--- config.mk ---
export PLATFORM = sky130hd
export DESIGN_NAME = decode_execute
export DESIGN_NICKNAME = d
export VERILOG_FILES = /design/src/dx_pkg.sv /design/src/alu_exec.sv /design/src/decode_execute.sv /design/src/id_ex.sv /design/src/instr_decoder.sv /design/src/reg_file.sv
export SDC_FILE = /design/constraint.sdc
export NUM_CORES = 1
export LEC_CHECK = 0
export ABC_CLOCK_PERIOD_IN_PS = 10400
export BUFFER_PORTS_ARGS = -buffer_cell sky130_fd_sc_hd__buf_2
export CORE_ASPECT_RATIO = 2
export CORE_UTILIZATION = 45
export CTS_CLUSTER_DIAMETER = 30
export CTS_CLUSTER_SIZE = 8
export DETAILED_ROUTE_END_ITERATION = 8
export PLACE_DENSITY_LB_ADDON = 0.2
export RECOVER_POWER = 50
export SYNTH_ARGS = -nofsm -noshare
export SYNTH_HDL_FRONTEND = slang
export SYNTH_SLANG_ARGS = --single-unit
--- constraint.sdc ---
create_clock -name clk -period 10.4 [get_ports clk]
set_clock_uncertainty 0.2 [all_clocks]
set_input_delay 2.08 -clock clk [delete_from_list [all_inputs] [get_ports clk]]
set_output_delay 2.08 -clock clk [all_outputs]
set_load 0.01 [all_outputs]
--- src/dx_pkg.sv ---
`default_nettype none
package dx_pkg;

  // ********************
  // Widths and types
  // ********************
  localparam int WORD_W   = 16;
  localparam int NUM_REGS = 8;

  // Instruction field positions.
  localparam int OP_MSB   = 15;
  localparam int OP_LSB   = 11;
  localparam int RS_MSB   = 10;
  localparam int RS_LSB   = 8;
  localparam int RT_MSB   = 7;
  localparam int RT_LSB   = 5;
  localparam int RD_MSB   = 4;
  localparam int RD_LSB   = 2;
  localparam int FUNC_MSB = 1;
  localparam int FUNC_LSB = 0;
  localparam int IMM5_W   = 5;
  localparam int IMM8_W   = 8;
  localparam int IMM11_W  = 11;

  typedef logic [WORD_W-1:0]           word_t;       // Data word, PC or immediate.
  typedef logic [$clog2(NUM_REGS)-1:0] reg_idx_t;
  typedef logic [OP_MSB-OP_LSB:0]      opcode_t;
  typedef logic [FUNC_MSB-FUNC_LSB:0]  func_t;
  typedef logic [1:0]                  result_sel_t;

  localparam reg_idx_t LINK_REG = 3'd7; // JAL writes its return address here.

  // ********************
  // Encodings
  // ********************
  localparam opcode_t OP_HALT  = 5'b00000;
  localparam opcode_t OP_NOP   = 5'b00001;
  localparam opcode_t OP_JAL   = 5'b00110;
  localparam opcode_t OP_ADDI  = 5'b01000;
  localparam opcode_t OP_BEQZ  = 5'b01100;
  localparam opcode_t OP_ST    = 5'b10000;
  localparam opcode_t OP_LD    = 5'b10001;
  localparam opcode_t OP_LBI   = 5'b11000;
  localparam opcode_t OP_RTYPE = 5'b11011;

  localparam func_t FUNC_ADD = 2'd0;
  localparam func_t FUNC_SUB = 2'd1; // rs minus rt.
  localparam func_t FUNC_XOR = 2'd2;
  localparam func_t FUNC_AND = 2'd3;

  localparam result_sel_t SEL_ALU = 2'd0;
  localparam result_sel_t SEL_IMM = 2'd1;
  localparam result_sel_t SEL_PC2 = 2'd2;

endpackage
`default_nettype wire

--- src/alu_exec.sv ---
`timescale 1ns/1ps
`default_nettype none
module alu_exec (
  input  wire dx_pkg::word_t       rs_data,
  input  wire dx_pkg::word_t       rt_data,
  input  wire dx_pkg::word_t       imm,
  input  wire dx_pkg::word_t       pc,
  input  wire dx_pkg::opcode_t     opcode,
  input  wire dx_pkg::func_t       func,
  input  wire dx_pkg::result_sel_t result_sel,
  input  wire                      branch,
  input  wire                      save_pc,
  output dx_pkg::word_t            result,
  output logic                     branch_taken,
  output dx_pkg::word_t            branch_target
);
  import dx_pkg::*;

  word_t alu_out;
  word_t pc_plus2;

  assign pc_plus2 = pc + word_t'(2);

  // ********************
  // ALU
  // ********************
  always_comb begin
    case (opcode)
      OP_RTYPE: begin
        case (func)
          FUNC_ADD: alu_out = rs_data + rt_data;
          FUNC_SUB: alu_out = rs_data - rt_data;
          FUNC_XOR: alu_out = rs_data ^ rt_data;
          default:  alu_out = rs_data & rt_data; // FUNC_AND.
        endcase
      end
      OP_ADDI, OP_LD, OP_ST: alu_out = rs_data + imm; // Also the memory address.
      default:               alu_out = '0;
    endcase
  end

  always_comb begin
    case (result_sel)
      SEL_IMM: result = imm;
      SEL_PC2: result = pc_plus2; // Link value for JAL.
      default: result = alu_out;
    endcase
  end

  // JAL always redirects, BEQZ only on a zero rs.
  assign branch_taken  = save_pc || (branch && rs_data == '0);
  assign branch_target = pc_plus2 + imm;

endmodule
`default_nettype wire

--- src/decode_execute.sv ---
`timescale 1ns/1ps
`default_nettype none
module decode_execute (
  input  wire                   clk,
  input  wire                   reset,
  input  wire dx_pkg::word_t    instr,
  input  wire dx_pkg::word_t    pc,
  input  wire                   instr_valid,
  input  wire                   stall,
  input  wire                   wb_en,
  input  wire dx_pkg::reg_idx_t wb_rd,
  input  wire dx_pkg::word_t    wb_data,
  output dx_pkg::word_t         result,
  output dx_pkg::word_t         store_data,
  output dx_pkg::word_t         branch_target,
  output dx_pkg::reg_idx_t      rd,
  output logic                  reg_write,
  output logic                  mem_read,
  output logic                  mem_write,
  output logic                  mem_to_reg,
  output logic                  halt,
  output logic                  branch_taken,
  output logic                  nop
);
  import dx_pkg::*;

  // ********************
  // Decode stage
  // ********************
  logic        nop_d, reg_write_d, halt_d, mem_read_d, mem_write_d;
  logic        mem_to_reg_d, branch_d, save_pc_d;
  reg_idx_t    rs_d, rt_d, rd_d;
  word_t       imm_d, rs_data_d, rt_data_d;
  opcode_t     opcode_d;
  func_t       func_d;
  result_sel_t result_sel_d;

  // Execute stage
  word_t       rs_data_x, imm_x, pc_x;
  opcode_t     opcode_x;
  func_t       func_x;
  result_sel_t result_sel_x;
  logic        branch_x, save_pc_x;

  instr_decoder u_instr_decoder (
    .instr(instr), .instr_valid(instr_valid), .nop_d(nop_d),
    .rs(rs_d), .rt(rt_d), .rd(rd_d), .imm(imm_d), .opcode(opcode_d), .func(func_d),
    .result_sel(result_sel_d), .reg_write(reg_write_d), .halt(halt_d),
    .mem_read(mem_read_d), .mem_write(mem_write_d), .mem_to_reg(mem_to_reg_d),
    .branch(branch_d), .save_pc(save_pc_d)
  );

  reg_file u_reg_file (
    .clk(clk), .reset(reset), .rs(rs_d), .rt(rt_d), .rs_data(rs_data_d), .rt_data(rt_data_d),
    .wb_en(wb_en), .wb_rd(wb_rd), .wb_data(wb_data)
  );

  id_ex u_id_ex (
    .clk(clk), .reset(reset), .stall(stall), .nop_d(nop_d), .nop_x(nop),
    .rs_data_d(rs_data_d), .rs_data_x(rs_data_x), .rt_data_d(rt_data_d), .rt_data_x(store_data),
    .imm_d(imm_d), .imm_x(imm_x), .pc_d(pc), .pc_x(pc_x), .rd_d(rd_d), .rd_x(rd),
    .opcode_d(opcode_d), .opcode_x(opcode_x), .func_d(func_d), .func_x(func_x),
    .result_sel_d(result_sel_d), .result_sel_x(result_sel_x),
    .reg_write_d(reg_write_d), .reg_write_x(reg_write), .halt_d(halt_d), .halt_x(halt),
    .mem_read_d(mem_read_d), .mem_read_x(mem_read), .mem_write_d(mem_write_d),
    .mem_write_x(mem_write), .mem_to_reg_d(mem_to_reg_d), .mem_to_reg_x(mem_to_reg),
    .branch_d(branch_d), .branch_x(branch_x), .save_pc_d(save_pc_d), .save_pc_x(save_pc_x)
  );

  alu_exec u_alu_exec (
    .rs_data(rs_data_x), .rt_data(store_data), .imm(imm_x), .pc(pc_x), .opcode(opcode_x),
    .func(func_x), .result_sel(result_sel_x), .branch(branch_x), .save_pc(save_pc_x),
    .result(result), .branch_taken(branch_taken), .branch_target(branch_target)
  );

endmodule
`default_nettype wire

--- src/id_ex.sv ---
`timescale 1ns/1ps
`default_nettype none
module id_ex (
  input  wire                      clk,
  input  wire                      reset,
  input  wire                      stall,
  input  wire                      nop_d,
  output logic                     nop_x,
  input  wire dx_pkg::word_t       rs_data_d,
  output dx_pkg::word_t            rs_data_x,
  input  wire dx_pkg::word_t       rt_data_d,
  output dx_pkg::word_t            rt_data_x,
  input  wire dx_pkg::word_t       imm_d,
  output dx_pkg::word_t            imm_x,
  input  wire dx_pkg::word_t       pc_d,
  output dx_pkg::word_t            pc_x,
  input  wire dx_pkg::reg_idx_t    rd_d,
  output dx_pkg::reg_idx_t         rd_x,
  input  wire dx_pkg::opcode_t     opcode_d,
  output dx_pkg::opcode_t          opcode_x,
  input  wire dx_pkg::func_t       func_d,
  output dx_pkg::func_t            func_x,
  input  wire dx_pkg::result_sel_t result_sel_d,
  output dx_pkg::result_sel_t      result_sel_x,
  input  wire                      reg_write_d,
  output logic                     reg_write_x,
  input  wire                      halt_d,
  output logic                     halt_x,
  input  wire                      mem_read_d,
  output logic                     mem_read_x,
  input  wire                      mem_write_d,
  output logic                     mem_write_x,
  input  wire                      mem_to_reg_d,
  output logic                     mem_to_reg_x,
  input  wire                      branch_d,
  output logic                     branch_x,
  input  wire                      save_pc_d,
  output logic                     save_pc_x
);
  import dx_pkg::*;

  logic        keep; // Payload holds on a stall and on a bubble.
  word_t       rs_data_n, rt_data_n, imm_n, pc_n;
  reg_idx_t    rd_n;
  opcode_t     opcode_n;
  func_t       func_n;
  result_sel_t result_sel_n;
  logic        reg_write_n, halt_n, mem_read_n, mem_write_n;
  logic        mem_to_reg_n, branch_n, save_pc_n, nop_n;

  assign keep = stall || nop_d;

  // ********************
  // Hold multiplexers
  // ********************
  // Only pc, reg_write, halt and nop load on a bubble.
  assign pc_n         = stall ? pc_x        : pc_d;
  assign reg_write_n  = stall ? reg_write_x : reg_write_d;
  assign halt_n       = stall ? halt_x      : halt_d;
  assign nop_n        = stall ? nop_x       : nop_d;
  assign rs_data_n    = keep ? rs_data_x    : rs_data_d;
  assign rt_data_n    = keep ? rt_data_x    : rt_data_d;
  assign imm_n        = keep ? imm_x        : imm_d;
  assign rd_n         = keep ? rd_x         : rd_d;
  assign opcode_n     = keep ? opcode_x     : opcode_d;
  assign func_n       = keep ? func_x       : func_d;
  assign result_sel_n = keep ? result_sel_x : result_sel_d;
  assign mem_read_n   = keep ? mem_read_x   : mem_read_d;
  assign mem_write_n  = keep ? mem_write_x  : mem_write_d;
  assign mem_to_reg_n = keep ? mem_to_reg_x : mem_to_reg_d;
  assign branch_n     = keep ? branch_x     : branch_d;
  assign save_pc_n    = keep ? save_pc_x    : save_pc_d;

  always_ff @(posedge clk) begin
    if (reset) begin
      {rs_data_x, rt_data_x, imm_x, pc_x} <= '0;
      {rd_x, opcode_x, func_x, result_sel_x} <= '0;
      {reg_write_x, halt_x, mem_read_x, mem_write_x} <= '0;
      {mem_to_reg_x, branch_x, save_pc_x, nop_x} <= '0;
    end else begin
      {rs_data_x, rt_data_x, imm_x, pc_x} <= {rs_data_n, rt_data_n, imm_n, pc_n};
      {rd_x, opcode_x, func_x, result_sel_x} <= {rd_n, opcode_n, func_n, result_sel_n};
      {reg_write_x, halt_x, mem_read_x, mem_write_x} <=
        {reg_write_n, halt_n, mem_read_n, mem_write_n};
      {mem_to_reg_x, branch_x, save_pc_x, nop_x} <= {mem_to_reg_n, branch_n, save_pc_n, nop_n};
    end
  end

  assert property (@(posedge clk) (stall && !reset) |=>
    $stable({rs_data_x, rt_data_x, imm_x, pc_x, rd_x, opcode_x, func_x, result_sel_x,
             reg_write_x, halt_x, mem_read_x, mem_write_x, mem_to_reg_x, branch_x,
             save_pc_x, nop_x}))
    else $error("id_ex outputs changed under stall.");

endmodule
`default_nettype wire

--- src/instr_decoder.sv ---
`timescale 1ns/1ps
`default_nettype none
module instr_decoder (
  input  wire dx_pkg::word_t instr,
  input  wire                instr_valid,
  output logic               nop_d,
  output dx_pkg::reg_idx_t   rs,
  output dx_pkg::reg_idx_t   rt,
  output dx_pkg::reg_idx_t   rd,
  output dx_pkg::word_t      imm,
  output dx_pkg::opcode_t    opcode,
  output dx_pkg::func_t      func,
  output dx_pkg::result_sel_t result_sel,
  output logic               reg_write,
  output logic               halt,
  output logic               mem_read,
  output logic               mem_write,
  output logic               mem_to_reg,
  output logic               branch,
  output logic               save_pc
);
  import dx_pkg::*;

  word_t    imm5;
  word_t    imm8;
  word_t    imm11;
  reg_idx_t rd_rtype;
  logic     legal;
  logic     reg_write_raw;
  logic     halt_raw;
  logic     mem_read_raw;
  logic     mem_write_raw;
  logic     mem_to_reg_raw;
  logic     branch_raw;
  logic     save_pc_raw;

  assign opcode   = instr[OP_MSB:OP_LSB];
  assign rs       = instr[RS_MSB:RS_LSB];
  assign rt       = instr[RT_MSB:RT_LSB];
  assign rd_rtype = instr[RD_MSB:RD_LSB];
  assign func     = instr[FUNC_MSB:FUNC_LSB];

  assign imm5  = {{(WORD_W-IMM5_W){instr[IMM5_W-1]}}, instr[IMM5_W-1:0]};
  assign imm8  = {{(WORD_W-IMM8_W){instr[IMM8_W-1]}}, instr[IMM8_W-1:0]};
  assign imm11 = {{(WORD_W-IMM11_W){instr[IMM11_W-1]}}, instr[IMM11_W-1:0]};

  always_comb begin
    legal          = 1'b1;
    rd             = rt;     // ADDI and LD write rt.
    imm            = imm5;
    result_sel     = SEL_ALU;
    reg_write_raw  = 1'b0;
    halt_raw       = 1'b0;
    mem_read_raw   = 1'b0;
    mem_write_raw  = 1'b0;
    mem_to_reg_raw = 1'b0;
    branch_raw     = 1'b0;
    save_pc_raw    = 1'b0;
    case (opcode)
      OP_HALT:  halt_raw = 1'b1;
      OP_JAL: begin
        rd            = LINK_REG;
        imm           = imm11;
        result_sel    = SEL_PC2;
        reg_write_raw = 1'b1;
        save_pc_raw   = 1'b1;
      end
      OP_ADDI:  reg_write_raw = 1'b1;
      OP_BEQZ: begin
        imm        = imm8;
        branch_raw = 1'b1;
      end
      OP_ST:    mem_write_raw = 1'b1; // Address is rs plus imm5.
      OP_LD: begin
        mem_read_raw   = 1'b1;
        mem_to_reg_raw = 1'b1;
        reg_write_raw  = 1'b1;
      end
      OP_LBI: begin
        rd            = rs;
        imm           = imm8;
        result_sel    = SEL_IMM;
        reg_write_raw = 1'b1;
      end
      OP_RTYPE: begin
        rd            = rd_rtype;
        reg_write_raw = 1'b1;
      end
      default:  legal = 1'b0; // NOP and unknown opcodes become bubbles.
    endcase
  end

  // A bubble carries no side effects into execute.
  assign nop_d      = !instr_valid || !legal;
  assign reg_write  = reg_write_raw && !nop_d;
  assign halt       = halt_raw && !nop_d;
  assign mem_read   = mem_read_raw && !nop_d;
  assign mem_write  = mem_write_raw && !nop_d;
  assign mem_to_reg = mem_to_reg_raw && !nop_d;
  assign branch     = branch_raw && !nop_d;
  assign save_pc    = save_pc_raw && !nop_d;

  always_comb begin
    assert (!(mem_read && mem_write)) else $error("Load and store decoded together.");
  end

endmodule
`default_nettype wire

--- src/reg_file.sv ---
`timescale 1ns/1ps
`default_nettype none
module reg_file (
  input  wire                   clk,
  input  wire                   reset,
  input  wire dx_pkg::reg_idx_t rs,
  input  wire dx_pkg::reg_idx_t rt,
  output dx_pkg::word_t         rs_data,
  output dx_pkg::word_t         rt_data,
  input  wire                   wb_en,
  input  wire dx_pkg::reg_idx_t wb_rd,
  input  wire dx_pkg::word_t    wb_data
);
  import dx_pkg::*;

  word_t regs [NUM_REGS];

  // ********************
  // Write port
  // ********************
  always_ff @(posedge clk) begin
    if (reset) begin
      for (int i = 0; i < NUM_REGS; i++) begin
        regs[i] <= '0;
      end
    end else if (wb_en) begin
      regs[wb_rd] <= wb_data;
    end
  end

  // Same-cycle writeback bypasses the array so decode sees the new value.
  assign rs_data = (wb_en && wb_rd == rs) ? wb_data : regs[rs];
  assign rt_data = (wb_en && wb_rd == rt) ? wb_data : regs[rt];

  assert property (@(posedge clk) disable iff (reset) wb_en |-> !$isunknown(wb_rd))
    else $error("Writeback index unknown while wb_en is high.");

endmodule
`default_nettype wire

======== Word-level counts from Yosys, hierarchy flattened ========
Memory sizes are Yosys's and may differ from the RTL's. A register that Yosys moved wholly into a read port is not among the register bits.
Cells that the tools add are included.
word-level totals
  word-level logic and storage cells ...... 80
  bits in latches ......................... 0
  memories kept ........................... 1
  output and inout bits ................... 58
  ROM bits ................................ 0
  RAM bits ................................ 128
  bits of input ports ..................... 56
  bits in registers ....................... 51
cells by class
  multipliers ............................. 0
  order comparisons ....................... 0
  bitwise operators ....................... 2
  shift operators ......................... 0
  eq/ne operators ......................... 15
  divide/modulo/power cells ............... 0
  reduce and logical (&&, ||, !) cells .... 23
  add/subtract/negate cells ............... 5
  multiplexer cells ....................... 21
memories
  memory           words  bits a word  rd ports  clocked after Yosys merged registers in  wr ports  line            text
  u_reg_file.regs  8      16           2         2                                        8         reg_file.sv:16  word_t regs [NUM_REGS];
operator list
  operator                                             count
  case mux 16 bit (2 select lines)                     3
  adder 16 bit                                         3
  case mux 16 bit (3 select lines)                     1
  equality test 5 bit, second input constant           7
  adder 16 x 2 -> 16 bit, second input constant        1
  bitwise AND 16 bit                                   1
  zero test 16 bit                                     1
  2-to-1 mux 16 bit                                    1
  OR reduction 16 bit                                  1
  subtractor 16 bit                                    1
  XOR 16 bit                                           1
  equality test 5 x 4 -> 1 bit, second input constant  3
  2-to-1 mux 1 bit                                     13
  case mux 3 bit (3 select lines)                      1
  OR reduction 8 bit                                   1
  logical AND 1 bit                                    7
  equality test 5 x 3 -> 1 bit, second input constant  1
  zero test 1 bit                                      5
  zero test 5 bit                                      1
  OR reduction 5 bit                                   1
  equality test 2 x 1 -> 1 bit, second input constant  2
  equality test 2 bit, second input constant           2
  case mux 2 bit (2 select lines)                      1
  logical OR 1 bit                                     3
  other kinds (4)                                      4

======== Depth between registers and ports, before layout ========
Gate-level depths: netlist (run 1).
  depth in word-level cells ............... 7
  mapped depth ............................ 14
  depth with buffers taken out ............ 13

======== Hierarchy ========
Synthesis (run 1) repeated with hierarchy kept, for this count alone.
unflattened totals
  cells, all modules ...................... 1385
  area, all modules ....................... 15079.5 um2
modules (own cells, without submodules)
  module         instances  cells an instance  area an instance (um2)  sequential area each (um2)
  reg_file       1          445                7453.4                  3843.7
  alu_exec       1          491                3603.5                  0.0
  id_ex          1          356                3373.2                  1681.6
  instr_decoder  1          93                 649.4                   0.0

======== Worst setup path before layout (run 1) ========
OpenSTA, ideal clock, no wires.
  path type ............................... flip-flop to output port
  from .................................... register u_id_ex.rt_data_x[2] (read register of u_reg_file.regs)
  to ...................................... output port result[15]
  data required time ...................... 8.120 ns
  cell stages (with the launch flop) ...... 11
  slack ................................... 4.901 ns
  arrival ................................. 3.219 ns
  path buffers ............................ 0
  path through ............................ dfxtp_1 nor4_1 a21oi_1 xnor2_1 ha_1 or4_4 o211a_4 a2111oi_4 o31ai_1 mux2_4 o22ai_2
between the ends
  longest elaborated chain between the ends .. 4
  elaborated cells on any way between the ends .. 5
  those cells by class .................... 2 x add/sub; 3 x mux
ends and longest elaborated chain
  item                                                      line                            text
  from (decl)                                               id_ex.sv:12                     output dx_pkg::word_t rt_data_x,
  subtractor 16 bit / adder 16 bit (equally long branches)  alu_exec.sv:32, alu_exec.sv:31
  case mux 16 bit (3 select lines) (*)                      alu_exec.sv:30                  case (func)
  case mux 16 bit (2 select lines) (*)                      alu_exec.sv:28                  case (opcode)
  case mux 16 bit (2 select lines) (*)                      alu_exec.sv:43                  case (result_sel)
  to (decl)                                                 decode_execute.sv:13            output dx_pkg::word_t result,
Mark *: on every way between the ends. The rest lies on a longest branch, timed or not.

======== Worst setup path in the final report (run 1) ========
  from .................................... register u_id_ex.func_x[0]
  to ...................................... output port result[14]
between the ends
  longest elaborated chain between the ends .. 4
  elaborated cells on any way between the ends .. 6
  those cells by class .................... 2 x eq/ne; 3 x mux; 1 x reduce/logical
ends and longest elaborated chain
  item                                               line            text
  from (decl)                                        id_ex.sv:22     output dx_pkg::func_t func_x,
  from (signal assigned)                             id_ex.sv:82     {rd_x, opcode_x, func_x, result_sel_x} <= {rd_n, opcode_n, func_n, result_sel_n};
  equality test 2 bit, or another cell as far along  alu_exec.sv:30
  case mux 16 bit (3 select lines) (*)               alu_exec.sv:30
  case mux 16 bit (2 select lines) (*)               alu_exec.sv:28
  case mux 16 bit (2 select lines) (*)               alu_exec.sv:43
Marked as above.

==> reports/qor.yml, run 1 <==
layout-area-overhead-vs-synth_pct: 13.70
crit_path_max_fanout: 21
cpLargestDelayFamily: "compound AO/OA/AOI/OAI gates"
io_pins: 114
cap_violations: 6
hold_slack_ns: 0.2551
postPlaceCellArea_um2: 14270
grt_pass1_vias: 10760
cts_setup_buffers: 0
timing.rr.start: "u_id_ex.func_x[0]$_SDFFE_PP0N_"
syn_inst: 1289
die_y_um: 246.2
dieArea_um2: 30550
core_area_um2: 29400
worst_pin_slew_ns: 3.759
ys_types: 69
fin_ws_ns: 3.104
wl_met2_um: 22480
cp_num_buf_inv: 2
ir_worst_vdd_mv: 0.1218
synth_ff_type: "edfxtp_1"
total_leakage_power_nw: 5.941
via_per_inst: 6.002
cp.required_ns: 8.12
grt_use_total_pct: 27.37
drive_above_1_share_pct: 16.50
grt_max_degree: 86
regToRegSetupSlack_ns: 8.33
syn_area_um2: 13420
drt_pre_antenna_iters: 5
grt_pass1_wl_um: 60820
clkLatencyLatePin_ns: 0.50
path_class: "register to output pin"
hold_violations: 0
top_layer_used: "met4"
status: "finished with violations"
ant_nets: 0
fin_crit_ns: 7.296
portBuffers: 113
max_freq_ghz: 0.1371
cts_tree: "built"
multiInputGateArea_um2: 7662
power_density_nw_per_um2: 156.2
fillers: 2733
final-seq-area_um2: 5365
rsz0062_at_grt: "no"
yosys_warnings: 0
crit_start: "u_id_ex.func_x[0]$_SDFFE_PP0N_"
routedWlPerCell_um: 23.38
ys_seq_area_share_pct: 39.99
cp_slowest_cell: "clkbuf_1"
cp.depth: 13
ctsHoldBuffers: 0
hold_class: "register to register"
synth_edf_count: 128
place_ws_ns: 4.439
ctsResizeCount: 0
relSlewSlack_pct: -150.6
synth_fp_nets: 1413
ys_ff_latch: 204
post-route-drc-count: 0
start_kind: "register"
maxSlewViolCount: 188
setup_viol: 0
avgSynthCellArea_um2: 10.41
cts_buffer_depth: 3
cts_num_sinks: 204
fin_crit_sh_pct: 70.15
clk_root_buffer_cell: "clkbuf_16"
violations: "max-capacitance violations, max-slew violations"
slowest_delay_ns: 1.09
stdcell_area_um2: 15250
r2r-end: "u_id_ex.func_x[0]$_SDFFE_PP0N_"
fp.dieW_um: 124.1
dr_total_vias: 10560
numCtsBuffers: 34
rows: 89
wl_met1_um: 14070
antenna_found_initial: 1
place.gp.congestion: 0.9640
drt-initial-drc-count: 678
path_cells: "clkbuf_1 -> nand2_1 -> a21oi_1 -> nand2_1 -> xnor2_1 -> ha_1 -> or3_2 -> o21ai_0 -> a31oi_1 -> mux2i_1 -> o21ai_0 -> a21oi_1 -> buf_2"
finish.net_count: 1500
async_reset_ff_share_pct: 0
cts.clk_slew.worst_paths_ns: 0.04
setup_tns_ns: 0
reg2reg_depth: 3
drt_wl_total_um: 41130
cts_max_level: 2
place_hpwl_um: 29020
grt_overflow: 0
critPathCaptureType: "output pin"
initial_core_util_pct: 45.63
cp.arrival_ns: 5.02
wl_met3_um: 1972
crit_end: "result[14]"
==> state kept, by name (all words and copies together), names as in the netlist, 2 cells and up <==
| name | cells |
|---|---|
| u_id_ex.rt_data_x | 16 |
| u_id_ex.imm_x | 10 |
| u_id_ex.pc_x | 16 |
| u_id_ex.rd_x | 3 |
| u_reg_file.regs | 128 |
| u_id_ex.result_sel_x | 2 |
| u_id_ex.rs_data_x | 16 |
| u_id_ex.opcode_x | 5 |
==> metrics by stage <==
stage                     cells  total power [mW]  util [%]
final                      1759             2.382     51.89
after global routing       1759             2.464     51.89
after CTS                  1758             2.396     52.13
after detailed placement   1704             1.358     48.56
after global placement     1704             1.349     48.56
after floorplan            1289             1.226         -
==> layer usage <==
layer / global-route usage (%) / vias up
met5: 0 / -
met4: 17.47 / 0
met3: 3.565 / 124
met2: 51.48 / 327
met1: 27.14 / 5146
li1: - / 4960
==> cells by family after synthesis <==
family	count (synthesis)	synth area share, %
simple gates	442	16.66
mux	134	16.03
fa+ha+maj	68	6.510
xor+xnor	70	4.570
compound gates	268	13.21
buf+inv	103	3.031
flops	204	39.99
==> worst min-delay path by stage <==
stage / startpoint / endpoint / slack [ns] / cells past startpoint
floorplan: u_id_ex.branch_x$_SDFFE_PP0N_ / u_id_ex.branch_x$_SDFFE_PP0N_ / 0.23 / 2
global placement: u_id_ex.mem_write_x$_SDFFE_PP0N_ / u_id_ex.mem_write_x$_SDFFE_PP0N_ / 0.24 / 2
detailed placement: u_id_ex.branch_x$_SDFFE_PP0N_ / u_id_ex.branch_x$_SDFFE_PP0N_ / 0.25 / 2
CTS: u_id_ex.branch_x$_SDFFE_PP0N_ / u_id_ex.branch_x$_SDFFE_PP0N_ / 0.25 / 2
global route: u_id_ex.mem_write_x$_SDFFE_PP0N_ / u_id_ex.mem_write_x$_SDFFE_PP0N_ / 0.29 / 2
finish: u_id_ex.branch_x$_SDFFE_PP0N_ / u_id_ex.branch_x$_SDFFE_PP0N_ / 0.26 / 2
==> layout by cell type, fill, tap and decap left out, types with 19 or more instances in the layout <==
cell,synthesis,layout
a21oi_1,93,93
a31oi_1,19,19
and2_0,2,67
and2_1,131,66
buf_2,13,88
clkbuf_1,63,44
clkbuf_16,0,38
dfxtp_1,76,76
edfxtp_1,128,128
ha_1,65,65
inv_1,22,22
mux2i_1,66,66
mux4_2,64,64
nand2_1,144,144
nand3_1,21,21
nor2_1,71,71
o211ai_1,40,40
o21ai_0,29,29
xnor2_1,51,51
xor2_1,19,19
==> cell type report <==
cell class	count	area share, %
multi-input cells	982	50.23
flip-flops and latches	204	35.17
clock buffers	50	6.726
repair buffers	131	4.142
well taps	364	2.986
inverters	23	0.5660
clock inverters	4	0.1559
diodes	1	0.01641
==> synth_stat cells (all sizes together) (3+ instances only) <==
| cell type | number | area [um2] |
|---|---|---|
| clkbuf | 63 | 236.5 |
| a21oi | 93 | 465.5 |
| a211oi | 12 | 95.09 |
| a21o | 15 | 112.6 |
| nor2b | 7 | 43.79 |
| o211ai | 40 | 300.3 |
| mux4 | 64 | 1441 |
| nor3b | 6 | 45.04 |
| nand2b | 3 | 18.77 |
| nor3 | 13 | 65.06 |
| a31oi | 19 | 118.9 |
| nand3 | 21 | 105.1 |
| nor4 | 9 | 56.30 |
| fa | 3 | 60.06 |
| nor4b | 3 | 32.53 |
| or2 | 9 | 56.30 |
| and3 | 5 | 32.53 |
| a221oi | 18 | 157.7 |
| mux2 | 4 | 48.79 |
| and4 | 3 | 26.28 |
| inv | 22 | 82.58 |
| o21bai | 5 | 37.54 |
| mux2i | 66 | 660.6 |
| nor2 | 71 | 266.5 |
| buf | 17 | 83.83 |
| nand2 | 144 | 540.5 |
| o21a | 11 | 82.58 |
| o22ai | 3 | 25.02 |
| o21ai | 29 | 145.1 |
| xnor2 | 51 | 446.7 |
| edfxtp | 128 | 3844 |
| and2 | 133 | 832.1 |
| or3 | 3 | 20.02 |
| xor2 | 19 | 166.4 |
| dfxtp | 76 | 1521 |
| ha | 65 | 813.3 |
| nand4 | 6 | 37.54 |
| o31ai | 5 | 37.54 |
==> where the power goes <==
part	switching [mW]	internal, mW	leakage (nW)
registers	0.0324	0.905	1.84
clock network	0.364	0.674	0.516
logic	0.232	0.175	3.58
total	0.628	1.75	5.94
==> worst reg2reg max path: cells and delay by family, from the launching register on <==
family | cells | cell delay [ns]
AO/OA/AOI/OAI | 1 | 0.23
buffers and inverters | 1 | 1.09
flip-flops | 1 | 0.31
AND/OR/NAND/NOR | 1 | 0.11
(Power assumes the default switching activity.)
==> inputs of run 2 (changes only) <==
ABC_CLOCK_PERIOD_IN_PS = 7000   (was 10400)
clock period = 7 ns   (was 10.4 ns; I/O delays follow)
==> run 2 against run 1 <==
Against the previous run:
- the flow still finishes with violations (max-capacitance violations, max-slew violations)
- critical endpoint is now u_reg_file.regs[6][4]$_SDFFCE_PN0P_
- worst hold slack improved by 0.0014 ns
- clock power rose by 32%
- global-route usage fell by 0.54 points
- sequential power rose by 48%
- critical path type is now input port to register
- via count fell by 0.87%
- core utilization fell by 0.40 points
- power rose by 41%
- first-iteration DRC count fell by 14%
- clock-buffer cell count fell by 1
==> reports/qor.yml, run 2 (synthesis gave the netlist of run 1 again) <==
path_cells: "buf_2 -> clkbuf_1 -> nor2b_1 -> nand2_1 -> nor3b_1 -> clkbuf_1 -> or2_2"
grt_pass1_vias: 10590
path_class: "input port to register"
worst_pin_slew_ns: 3.762
setup_viol: 0
final_common_cell: "nand2_1"
max_freq_ghz: 0.1634
final_cells: 1761
violations: "max-capacitance violations, max-slew violations"
layout-area-overhead-vs-synth_pct: 12.83
cts_setup_buffers: 0
drt_wl_total_um: 40060
power_mw: 3.370
final-seq-area_um2: 5365
fp.dieW_um: 124.1
drt-initial-drc-count: 581
via_per_inst: 5.943
hold_class: "register to register"
dp.cells: 1706
critPathCaptureType: "register"
cp.required_ns: 7.02
initial_core_util_pct: 45.63
cpLargestDelayFamily: "buffers and inverters"
maxSlewViolCount: 103
fin_crit_ns: 6.120
multiInputGateArea_um2: 7662
cp_slowest_cell: "clkbuf_1"
antenna_found_initial: 2
setup_tns_ns: 0
ant_nets: 0
grt_max_degree: 86
drt_pre_antenna_iters: 8
dr_total_vias: 10470
wl_met3_um: 1801
grt_pass1_wl_um: 60050
stdcell_area_um2: 15140
rows: 89
cts_buffer_depth: 3
cts_tree: "built"
start_kind: "input port"
core_area_um2: 29400
crit_path_max_fanout: 85
layout_common_cells: "nand2_1 (144), edfxtp_1 (128), a21oi_1 (93), buf_2 (88), dfxtp_1 (76)"
ir_worst_vdd_mv: 0.1773
ctsHoldBuffers: 0
ctsResizeCount: 0
place_hpwl_um: 28480
wl_met1_um: 13920
relSlewSlack_pct: -150.8
finish.net_count: 1499
place.gp.congestion: 0.9269
drive_above_1_share_pct: 16.20
grt_overflow: 0
die_y_um: 246.2
hold_violations: 0
rsz0062_at_grt: "no"
clk_root_buffer_cell: "clkbuf_16"
cts_num_sinks: 204
clkLatencyLatePin_ns: 0.57
io_pins: 114
cp_num_buf_inv: 3
dieArea_um2: 30550
portBuffers: 113
total_leakage_power_nw: 5.889
fin_crit_sh_pct: 87.43
cap_violations: 3
fillers: 2742
status: "finished with violations"
cp.arrival_ns: 6.14
slowest_delay_ns: 2.62
power_density_nw_per_um2: 222.6
largest-register: "u_reg_file.regs"
cts.clk_slew.worst_paths_ns: 0.05
crit_top_cell: "clkbuf_1"
postPlaceCellArea_um2: 14290
post-route-drc-count: 0
grt_use_total_pct: 26.83
largest_reg_flops: 128
numCtsBuffers: 31
cts_max_level: 1
top_layer_used: "met4"
wl_met2_um: 21690
routedWlPerCell_um: 22.75
[run 2: cell type report]
type / count / area share (%)
Timing Repair Buffer: 133 / 4.323
Clock inverter: 4 / 0.2314
Sequential cell: 204 / 35.44
Inverter: 23 / 0.5703
Clock buffer: 49 / 5.770
Antenna cell: 2 / 0.03306
Tap cell: 364 / 3.009
Multi-Input combinational cell: 982 / 50.62
[run 2: worst paths after layout]
check,depth (start not counted),startpoint,slack [ns],to
worst max-delay path,7,reset,0.88,u_reg_file.regs[6][4]$_SDFFCE_PN0P_
worst min-delay path,2,u_id_ex.mem_write_x$_SDFFE_PP0N_,0.26,u_id_ex.mem_write_x$_SDFFE_PP0N_
worst max register to register,5,u_reg_file.regs[5][15]$_SDFFCE_PN0P_,5.05,u_id_ex.rs_data_x[15]$_SDFFE_PP0N_
worst min register to register,2,u_id_ex.mem_write_x$_SDFFE_PP0N_,0.26,u_id_ex.mem_write_x$_SDFFE_PP0N_
[run 2: power by group]
part / leakage (nW) / total (mW) / switching, mW / internal (mW)
combinational: 3.60 / 0.613 / 0.352 / 0.261
clock: 0.443 / 1.37 / 0.524 / 0.843
sequential: 1.84 / 1.39 / 0.0470 / 1.34
total: 5.89 / 3.37 / 0.923 / 2.45
[run 2: layer usage]
metal | vias to the layer above | global-route usage (%)
met5 | - | 0
met2 | 320 | 50.00
li1 | 4965 | -
met4 | 0 | 17.51
met3 | 122 | 3.472
met1 | 5058 | 26.90
[run 2: worst min-delay path, cell delays in order (launching register included)]
cell	delay [ns]
dfxtp_1	0.31
nand2_1	0.05
a21oi_1	0.05
[run 2: through the flow]
step	utilization [%]	setup WS, ns	hold WS [ns]
2_1_floorplan	-	2.181	0.2321
4_1_cts	51.69	1.093	0.2551
3_3_place_gp	48.60	1.736	0.2426
5_1_grt	51.49	0.5409	0.2766
6_report	51.49	0.8797	0.2564
3_5_place_dp	48.60	1.718	0.2487
